===== config.mk =====
export PLATFORM = sky130hd
export DESIGN_NAME = ahb_gpio_sys
export DESIGN_NICKNAME = d
export VERILOG_FILES = /design/src/common/ahb_gpio_pkg.sv /design/src/gpio/ahb_gpio_slave.sv /design/src/hw/ahb_gpio_sys.sv /design/src/hw/ahb_lite_decoder.sv /design/src/hw/ahb_ram_slave.sv /design/src/hw/ahb_slave_mux.sv
export SDC_FILE = /design/constraint.sdc
export NUM_CORES = 2
export LEC_CHECK = 0
export BUFFER_PORTS_ARGS = -buffer_cell sky130_fd_sc_hd__buf_2
export CORE_MARGIN = 2
export CORE_UTILIZATION = 53
export CTS_CLUSTER_DIAMETER = 50
export CTS_CLUSTER_SIZE = 16
export DETAILED_ROUTE_END_ITERATION = 8
export HOLD_SLACK_MARGIN = 0.06
export PLACE_DENSITY = 0.74
export SLEW_MARGIN = 40
export SYNTH_ARGS = -nofsm -noshare
export SYNTH_HDL_FRONTEND = slang
export SYNTH_SLANG_ARGS = --single-unit
export TNS_END_PERCENT = 20

===== constraint.sdc =====
create_clock -name HCLK -period 1.8 [get_ports HCLK]
set_input_delay 0.18 -clock HCLK [delete_from_list [all_inputs] [get_ports HCLK]]
set_output_delay 0.18 -clock HCLK [all_outputs]
set_load 0.1 [all_outputs]

===== src/common/ahb_gpio_pkg.sv =====
package ahb_gpio_pkg;

    // ########################################
    // ahb transfer types
    // ########################################

    localparam logic [1:0] htrans_idle   = 2'b00;
    localparam logic [1:0] htrans_busy   = 2'b01;
    localparam logic [1:0] htrans_nonseq = 2'b10;
    localparam logic [1:0] htrans_seq    = 2'b11;

    // ########################################
    // memory map
    // ########################################

    localparam logic [31:0] gpio_base   = 32'h1f80_0000;
    localparam logic [31:0] ram_base    = 32'h0000_0000;
    localparam logic [31:0] region_mask = 32'hfff0_0000;   // bits 31..20 select a region.

    // word address width of the gpio register file.
    localparam int reg_addr_width = 4;

    // ########################################
    // gpio register word indices
    // ########################################

    localparam logic [reg_addr_width-1:0] gpio_red_leds_idx   = 'd0;
    localparam logic [reg_addr_width-1:0] gpio_green_leds_idx = 'd1;
    localparam logic [reg_addr_width-1:0] gpio_hex_idx        = 'd2;
    localparam logic [reg_addr_width-1:0] gpio_switches_idx   = 'd3;
    localparam logic [reg_addr_width-1:0] gpio_buttons_idx    = 'd4;
    localparam logic [reg_addr_width-1:0] gpio_light_idx      = 'd5;

endpackage


===== src/gpio/ahb_gpio_slave.sv =====
`timescale 1ns/1ps

module ahb_gpio_slave
    import ahb_gpio_pkg::*;
#(
    parameter int n_red_leds   = 18,
    parameter int n_green_leds = 8,
    parameter int n_switches   = 18,
    parameter int n_buttons    = 5,
    parameter int hex_width    = 32
)
(
    input  logic                    HCLK,
    input  logic                    HRESETn,
    input  logic [31:0]             haddr,
    input  logic [2:0]              hsize,
    input  logic [1:0]              htrans,
    input  logic                    hwrite,
    input  logic [31:0]             hwdata,
    input  logic                    hsel,
    input  logic                    hready_in,

    output logic [31:0]             hrdata,
    output logic                    hready_out,

    input  logic [n_switches-1:0]   switches,
    input  logic [n_buttons-1:0]    buttons,
    input  logic [15:0]             light_sensor,

    output logic [n_red_leds-1:0]   red_leds,
    output logic [n_green_leds-1:0] green_leds,
    output logic [hex_width-1:0]    hex_digits
);

    logic                      read_enable;
    logic [reg_addr_width-1:0] read_addr;
    logic                      write_enable;
    logic [reg_addr_width-1:0] write_addr;
    logic                      read_after_write;

    // stall for one cycle so the read sees the new register value.
    assign hready_out = !read_after_write;

    ahb_lite_decoder #(
        .addr_width       (reg_addr_width)
    ) decoder (
        .HCLK             (HCLK),
        .HRESETn          (HRESETn),
        .haddr            (haddr[reg_addr_width+1:0]),
        .hsize            (hsize),
        .htrans           (htrans),
        .hwrite           (hwrite),
        .hsel             (hsel),
        .hready_in        (hready_in),
        .read_enable      (read_enable),
        .read_addr        (read_addr),
        .write_enable     (write_enable),
        .write_addr       (write_addr),
        .write_mask       (),                 // gpio writes are whole registers.
        .read_after_write (read_after_write)
    );

    // ########################################
    // output registers
    // ########################################

    always_ff @(posedge HCLK or negedge HRESETn) begin
        if (!HRESETn) begin
            red_leds   <= '0;
            green_leds <= '0;
            hex_digits <= '0;
        end else if (write_enable) begin
            case (write_addr)
                gpio_red_leds_idx:   red_leds   <= hwdata[n_red_leds-1:0];
                gpio_green_leds_idx: green_leds <= hwdata[n_green_leds-1:0];
                gpio_hex_idx:        hex_digits <= hwdata[hex_width-1:0];
                default:             ;                  // inputs are read only.
            endcase
        end
    end

    // ########################################
    // read data
    // ########################################

    always_ff @(posedge HCLK or negedge HRESETn) begin
        if (!HRESETn) begin
            hrdata <= 32'h0;
        end else if (read_enable) begin
            case (read_addr)
                gpio_red_leds_idx:   hrdata <= 32'(red_leds);
                gpio_green_leds_idx: hrdata <= 32'(green_leds);
                gpio_hex_idx:        hrdata <= 32'(hex_digits);
                gpio_switches_idx:   hrdata <= 32'(switches);
                gpio_buttons_idx:    hrdata <= 32'(buttons);
                gpio_light_idx:      hrdata <= 32'(light_sensor);
                default:             hrdata <= 32'h0;
            endcase
        end
    end

endmodule


===== src/hw/ahb_gpio_sys.sv =====
`timescale 1ns/1ps

module ahb_gpio_sys #(
    parameter int n_red_leds     = 18,
    parameter int n_green_leds   = 8,
    parameter int n_switches     = 18,
    parameter int n_buttons      = 5,
    parameter int hex_width      = 32,
    parameter int ram_addr_width = 6
)
(
    input  logic                    HCLK,
    input  logic                    HRESETn,

    input  logic [31:0]             HADDR,
    input  logic [1:0]              HTRANS,
    input  logic [2:0]              HSIZE,
    input  logic                    HWRITE,
    input  logic [31:0]             HWDATA,
    input  logic [2:0]              HBURST,       // bursts run as single transfers.
    input  logic [3:0]              HPROT,
    input  logic                    HMASTLOCK,
    output logic [31:0]             HRDATA,
    output logic                    HREADY,
    output logic                    HRESP,

    input  logic [n_switches-1:0]   switches,
    input  logic [n_buttons-1:0]    buttons,
    input  logic [15:0]             light_sensor,
    output logic [n_red_leds-1:0]   red_leds,
    output logic [n_green_leds-1:0] green_leds,
    output logic [hex_width-1:0]    hex_digits
);

    logic        gpio_sel;
    logic        ram_sel;
    logic [31:0] gpio_rdata;
    logic        gpio_ready;
    logic [31:0] ram_rdata;
    logic        ram_ready;

    assign HRESP = 1'b0;   // always okay.

    ahb_slave_mux selector (
        .HCLK       (HCLK),
        .HRESETn    (HRESETn),
        .haddr      (HADDR),
        .htrans     (HTRANS),
        .hready_in  (HREADY),
        .gpio_rdata (gpio_rdata),
        .gpio_ready (gpio_ready),
        .ram_rdata  (ram_rdata),
        .ram_ready  (ram_ready),
        .gpio_sel   (gpio_sel),
        .ram_sel    (ram_sel),
        .hrdata     (HRDATA),
        .hready     (HREADY)
    );

    ahb_gpio_slave #(
        .n_red_leds   (n_red_leds),
        .n_green_leds (n_green_leds),
        .n_switches   (n_switches),
        .n_buttons    (n_buttons),
        .hex_width    (hex_width)
    ) gpio (
        .HCLK         (HCLK),
        .HRESETn      (HRESETn),
        .haddr        (HADDR),
        .hsize        (HSIZE),
        .htrans       (HTRANS),
        .hwrite       (HWRITE),
        .hwdata       (HWDATA),
        .hsel         (gpio_sel),
        .hready_in    (HREADY),
        .hrdata       (gpio_rdata),
        .hready_out   (gpio_ready),
        .switches     (switches),
        .buttons      (buttons),
        .light_sensor (light_sensor),
        .red_leds     (red_leds),
        .green_leds   (green_leds),
        .hex_digits   (hex_digits)
    );

    ahb_ram_slave #(
        .ram_addr_width (ram_addr_width)
    ) ram (
        .HCLK           (HCLK),
        .HRESETn        (HRESETn),
        .haddr          (HADDR),
        .hsize          (HSIZE),
        .htrans         (HTRANS),
        .hwrite         (HWRITE),
        .hwdata         (HWDATA),
        .hsel           (ram_sel),
        .hready_in      (HREADY),
        .hrdata         (ram_rdata),
        .hready_out     (ram_ready)
    );

endmodule


===== src/hw/ahb_lite_decoder.sv =====
`timescale 1ns/1ps

module ahb_lite_decoder
    import ahb_gpio_pkg::*;
#(
    parameter int addr_width = 4
)
(
    input  logic                  HCLK,
    input  logic                  HRESETn,
    input  logic [addr_width+1:0] haddr,        // byte address inside the slave.
    input  logic [2:0]            hsize,
    input  logic [1:0]            htrans,
    input  logic                  hwrite,
    input  logic                  hsel,
    input  logic                  hready_in,

    output logic                  read_enable,
    output logic [addr_width-1:0] read_addr,
    output logic                  write_enable,
    output logic [addr_width-1:0] write_addr,
    output logic [3:0]            write_mask,
    output logic                  read_after_write
);

    logic       valid_xfer;
    logic       write_accept;
    logic       write_pending;
    logic [3:0] mask_next;

    assign valid_xfer   = hsel && (htrans == htrans_nonseq || htrans == htrans_seq);
    assign write_accept = valid_xfer && hwrite && hready_in;

    // reads go straight out in the address phase.
    assign read_enable = valid_xfer && !hwrite && hready_in;
    assign read_addr   = haddr[addr_width+1:2];

    // a read arriving while our own write is still in its data phase.
    assign read_after_write = valid_xfer && !hwrite && write_pending;

    assign write_enable = write_pending;

    always_comb begin
        case (hsize)
            3'd0:    mask_next = 4'b0001 << haddr[1:0];
            3'd1:    mask_next = haddr[1] ? 4'b1100 : 4'b0011;
            default: mask_next = 4'b1111;                       // word and wider.
        endcase
    end

    // ########################################
    // write address phase capture
    // ########################################

    always_ff @(posedge HCLK or negedge HRESETn) begin
        if (!HRESETn) begin
            write_pending <= 1'b0;
        end else begin
            write_pending <= write_accept;   // one data phase per write.
        end
    end

    always_ff @(posedge HCLK) begin
        if (write_accept) begin
            write_addr <= haddr[addr_width+1:2];
            write_mask <= mask_next;
        end
    end

endmodule


===== src/hw/ahb_ram_slave.sv =====
`timescale 1ns/1ps

module ahb_ram_slave #(
    parameter int ram_addr_width = 6
)
(
    input  logic        HCLK,
    input  logic        HRESETn,
    input  logic [31:0] haddr,
    input  logic [2:0]  hsize,
    input  logic [1:0]  htrans,
    input  logic        hwrite,
    input  logic [31:0] hwdata,
    input  logic        hsel,
    input  logic        hready_in,

    output logic [31:0] hrdata,
    output logic        hready_out
);

    localparam int n_words = 2 ** ram_addr_width;

    logic                      read_enable;
    logic [ram_addr_width-1:0] read_addr;
    logic                      write_enable;
    logic [ram_addr_width-1:0] write_addr;
    logic [3:0]                write_mask;
    logic                      read_after_write;

    logic [31:0] mem [n_words];

    assign hready_out = !read_after_write;

    ahb_lite_decoder #(
        .addr_width       (ram_addr_width)
    ) decoder (
        .HCLK             (HCLK),
        .HRESETn          (HRESETn),
        .haddr            (haddr[ram_addr_width+1:0]),
        .hsize            (hsize),
        .htrans           (htrans),
        .hwrite           (hwrite),
        .hsel             (hsel),
        .hready_in        (hready_in),
        .read_enable      (read_enable),
        .read_addr        (read_addr),
        .write_enable     (write_enable),
        .write_addr       (write_addr),
        .write_mask       (write_mask),
        .read_after_write (read_after_write)
    );

    // ########################################
    // word array with byte lanes
    // ########################################

    always_ff @(posedge HCLK) begin
        if (write_enable) begin
            for (int i = 0; i < 4; i++) begin
                if (write_mask[i]) begin
                    mem[write_addr][8*i +: 8] <= hwdata[8*i +: 8];
                end
            end
        end
    end

    always_ff @(posedge HCLK or negedge HRESETn) begin
        if (!HRESETn) begin
            hrdata <= 32'h0;
        end else if (read_enable) begin
            hrdata <= mem[read_addr];       // valid in the next data phase.
        end
    end

endmodule


===== src/hw/ahb_slave_mux.sv =====
`timescale 1ns/1ps

module ahb_slave_mux
    import ahb_gpio_pkg::*;
(
    input  logic        HCLK,
    input  logic        HRESETn,
    input  logic [31:0] haddr,
    input  logic [1:0]  htrans,
    input  logic        hready_in,

    input  logic [31:0] gpio_rdata,
    input  logic        gpio_ready,
    input  logic [31:0] ram_rdata,
    input  logic        ram_ready,

    output logic        gpio_sel,
    output logic        ram_sel,
    output logic [31:0] hrdata,
    output logic        hready
);

    logic active;
    logic owner_gpio;
    logic owner_ram;

    assign active = (htrans == htrans_nonseq) || (htrans == htrans_seq);

    // address phase decode.
    assign gpio_sel = (haddr & region_mask) == gpio_base;
    assign ram_sel  = (haddr & region_mask) == ram_base;

    // ########################################
    // data phase owner
    // ########################################

    always_ff @(posedge HCLK or negedge HRESETn) begin
        if (!HRESETn) begin
            owner_gpio <= 1'b0;
            owner_ram  <= 1'b0;
        end else if (hready_in) begin
            owner_gpio <= active && gpio_sel;
            owner_ram  <= active && ram_sel;
        end
    end

    // unmapped or idle data phases finish at once with zero data.
    always_comb begin
        if (owner_gpio) begin
            hrdata = gpio_rdata;
            hready = gpio_ready;
        end else if (owner_ram) begin
            hrdata = ram_rdata;
            hready = ram_ready;
        end else begin
            hrdata = 32'h0;
            hready = 1'b1;
        end
    end

endmodule


==> impl_metrics.json <==
{
  "cts_tree": "yes",
  "avgViaCountPerCell": 6.58,
  "wl_um": 265000,
  "drtPass1Iterations": 9,
  "path_delay_family": "buffers and inverters",
  "cp.arrival_ns": 2.17,
  "cts.sinks": 2188,
  "tightest_slew_ns": 0.902,
  "core_area_mm2": 0.161,
  "power_density_mw_per_mm2": 952,
  "crit_chain": "nor2b_2 -> buf_12 -> a22o_2 -> buf_12",
  "ant_nets": 0,
  "start_util": 0.534,
  "hpwlAfterDp_um": 177000,
  "worstSkewPairLatency_ns": 0.85,
  "critPathRequiredTime_ns": 1.62,
  "ir_drop_uv": 1070,
  "reg2reg_depth": 7,
  "root_buffer": "clkbuf_16",
  "synthDominantCellAreaShare": 0.722,
  "ys_top_cells_by_area": "edfxtp_1, mux4_2, dfrtp_1",
  "track_usage": 0.317,
  "critPathKind": "reg -> out",
  "timing.final.max_slew_violations": 0,
  "startpoint_type": "flip-flop",
  "ys_ff_latch": 2188,
  "max_freq_ghz": 0.426,
  "cts_buffers": 176,
  "ys_async_sr_fraction": 0.0576,
  "n_fill_cell": 9898,
  "failed_checks": "setup timing",
  "clkTransAtPathRegs_ns": 0.06,
  "endpoint_kind": "output pin",
  "swShare": 0.221,
  "htreeDepth": 4,
  "cp_num_buf_inv": 2,
  "ys_types": 69,
  "routabilityCongestion": 0.957,
  "grt_max_degree": 68,
  "holdWs_ns": 0.105,
  "max_stage_delay_ns": 0.40,
  "dieArea_mm2": 0.165,
  "grt_pass1_vias": 50114,
  "leakagePower_nw": 36.4,
  "synth_nets": 4541,
  "setup_viol": 2132,
  "syn_area_mm2": 0.0858,
  "synthFlopType": "edfxtp_1",
  "synth-edff-count": 2062,
  "pre_cts_ws_ns": -0.697,
  "hold_path.class": "in -> reg",
  "synth_commonest_cells": "edfxtp_1, mux4_2, nand2_1, nor2_1, mux2i_1",
  "drt_iter0_markers": 8480,
  "synth_most_common_cell": "edfxtp_1",
  "status": "finished with violations",
  "ys_seq_area_frac": 0.759,
  "slew_headroom": 0.397,
  "hold_viol_final": 0,
  "syn_avg_cell_area_um2": 19.4,
  "syn_inst": 4422,
  "io_pins": 211,
  "layout_setup_ws_ns": -0.546,
  "drc": 0,
  "grt_pass1_wl_um": 366000,
  "wl_per_cell_um": 33.9,
  "finalNetCount": 5635,
  "synthToLayoutAreaGrowth_pct": 23.9,
  "min_period_over_period": 1.30,
  "rows": 147,
  "power_frac_seq": 0.550,
  "p_total_mw": 101,
  "internal_power_mw": 78.8,
  "clock_path_buffers": 3,
  "hold_depth": 6,
  "antenna_found_initial": 16,
  "p_clk_frac": 0.386,
  "yosysTopAreaCell": "edfxtp_1",
  "portBuffers": 188,
  "die_x_um": 406,
  "num_vias": 51476,
  "grt_overflow": 0,
  "crit_slowest_cell": "dfrtp_1",
  "skew_ns": 0.0856,
  "power_frac_comb": 0.063,
  "drive_gt1_frac": 0.371,
  "fin_util": 0.662,
  "cp_num_cells": 4,
  "rsz0062_at_grt": "true",
  "critPathMaxFanout": 31,
  "power.switching_mw": 22.4,
  "fin_crit_ns": 2.35,
  "cp_common_cell": "buf_12",
  "yosys_warnings": 0,
  "die_h_um": 406,
  "max-cap-violations": 0
}
-- layout by cell type (no fill, tap or decap), types with 39 or more instances in the layout --
master,instances
dlygate4sd3_1,90
a221oi_1,49
clkbuf_16,179
edfxtp_1,2062
dfrtp_1,120
nand2_1,298
buf_4,603
a21oi_1,47
buf_6,138
o21ai_0,49
nand3_1,46
nor2_1,193
buf_12,185
mux2_2,75
mux2i_1,211
nor2_4,79
a31oi_1,39
buf_2,131
mux4_2,428
-- logic make-up (layout without fill, tap and decap cells) --
group,Yosys count,count (layout),share of synthesized area
other cells,1,13,0.0000437
mux,714,714,0.147
compound gates,450,450,0.0382
flops,2188,2188,0.759
simple gates,789,789,0.0384
buf+inv,280,1504,0.0178
-- per-layer routing --
metal / track usage / wire length (um) / up-vias
met4: 0.185 / 18600 / 12
li1: - / - / 20180
met1: 0.417 / 90100 / 26199
met5: 0 / 72 / -
met3: 0.0894 / 35600 / 902
met2: 0.477 / 121000 / 4183
-- flip-flops by register name (all words and copies together), names as in the netlist --
name and flops:
ram.mem 2048, gpio.hex_digits 32, selector.owner_ram 1, gpio.decoder.write_enable 1
selector.owner_gpio 1, gpio.green_leds 8, gpio.decoder.write_addr 4, ram.decoder.write_enable 1
ram.decoder.write_mask 4, gpio.red_leds 18, ram.decoder.write_addr 6, gpio.hrdata 32
ram.hrdata 32
-- metrics by stage --
stage	area [um2]	TNS [ns]	std cells
after floorplan	85800	-339.63	4422
after global placement	96700	-122.83	7354
after detailed placement	96700	-149.05	7354
after CTS	105000	-115.44	7781
after global routing	106000	-360.87	7806
final	106000	-315.16	7818
-- timing repair --
item	4_1_cts	5_1_grt
resized for setup	307	273
hold endpoints to repair	1323	156
pin swaps	14	18
cloned	5	0
hold buffers	87	4
setup endpoints to repair	1895	2121
setup buffers	28	22
-- final timing paths --
path / startpoint / to / slack [ns]
setup / recovery: selector.owner_gpio / HRDATA[1] / -0.55
hold / removal: buttons[0] / gpio.hrdata[0] / 0.10
setup reg to reg: selector.owner_ram / ram.hrdata[18] / -0.40
hold reg to reg: gpio.hrdata[31] / gpio.hrdata[31] / 0.48
max in group asynchronous: HRESETn / ram.hrdata[12] / 1.00
min in group asynchronous: HRESETn / gpio.hex_digits[6] / 0.43
-- worst min-delay path: stages --
cell     delay [ns]
buf_2          0.10
mux2i_1        0.11
nor2_1         0.06
a21oi_1        0.15
o32a_1         0.22
o21ai_0        0.09
-- area by class of cell --
type,count,area [um2],area share
Clock buffer,225,4750,0.0447
Timing Repair Buffer,1189,12100,0.113
Antenna cell,12,30.0,0.000283
Tap cell,2160,2700,0.0254
Clock inverter,83,1000,0.00941
Inverter,7,33.8,0.000318
Sequential cell,2188,65100,0.613
Multi-Input combinational cell,1954,20600,0.194
-- power by group through the flow --
stage	logic (mW)	clock network (mW)	registers (mW)
final	6.40	39.1	55.7
after global routing	6.59	41.0	55.7
after CTS	6.23	39.2	55.7
after detailed placement	6.02	0	56.8
after global placement	5.91	0	56.8
after floorplan	2.51	0	57.1
Note: power is estimated with default switching activity, not from simulation.
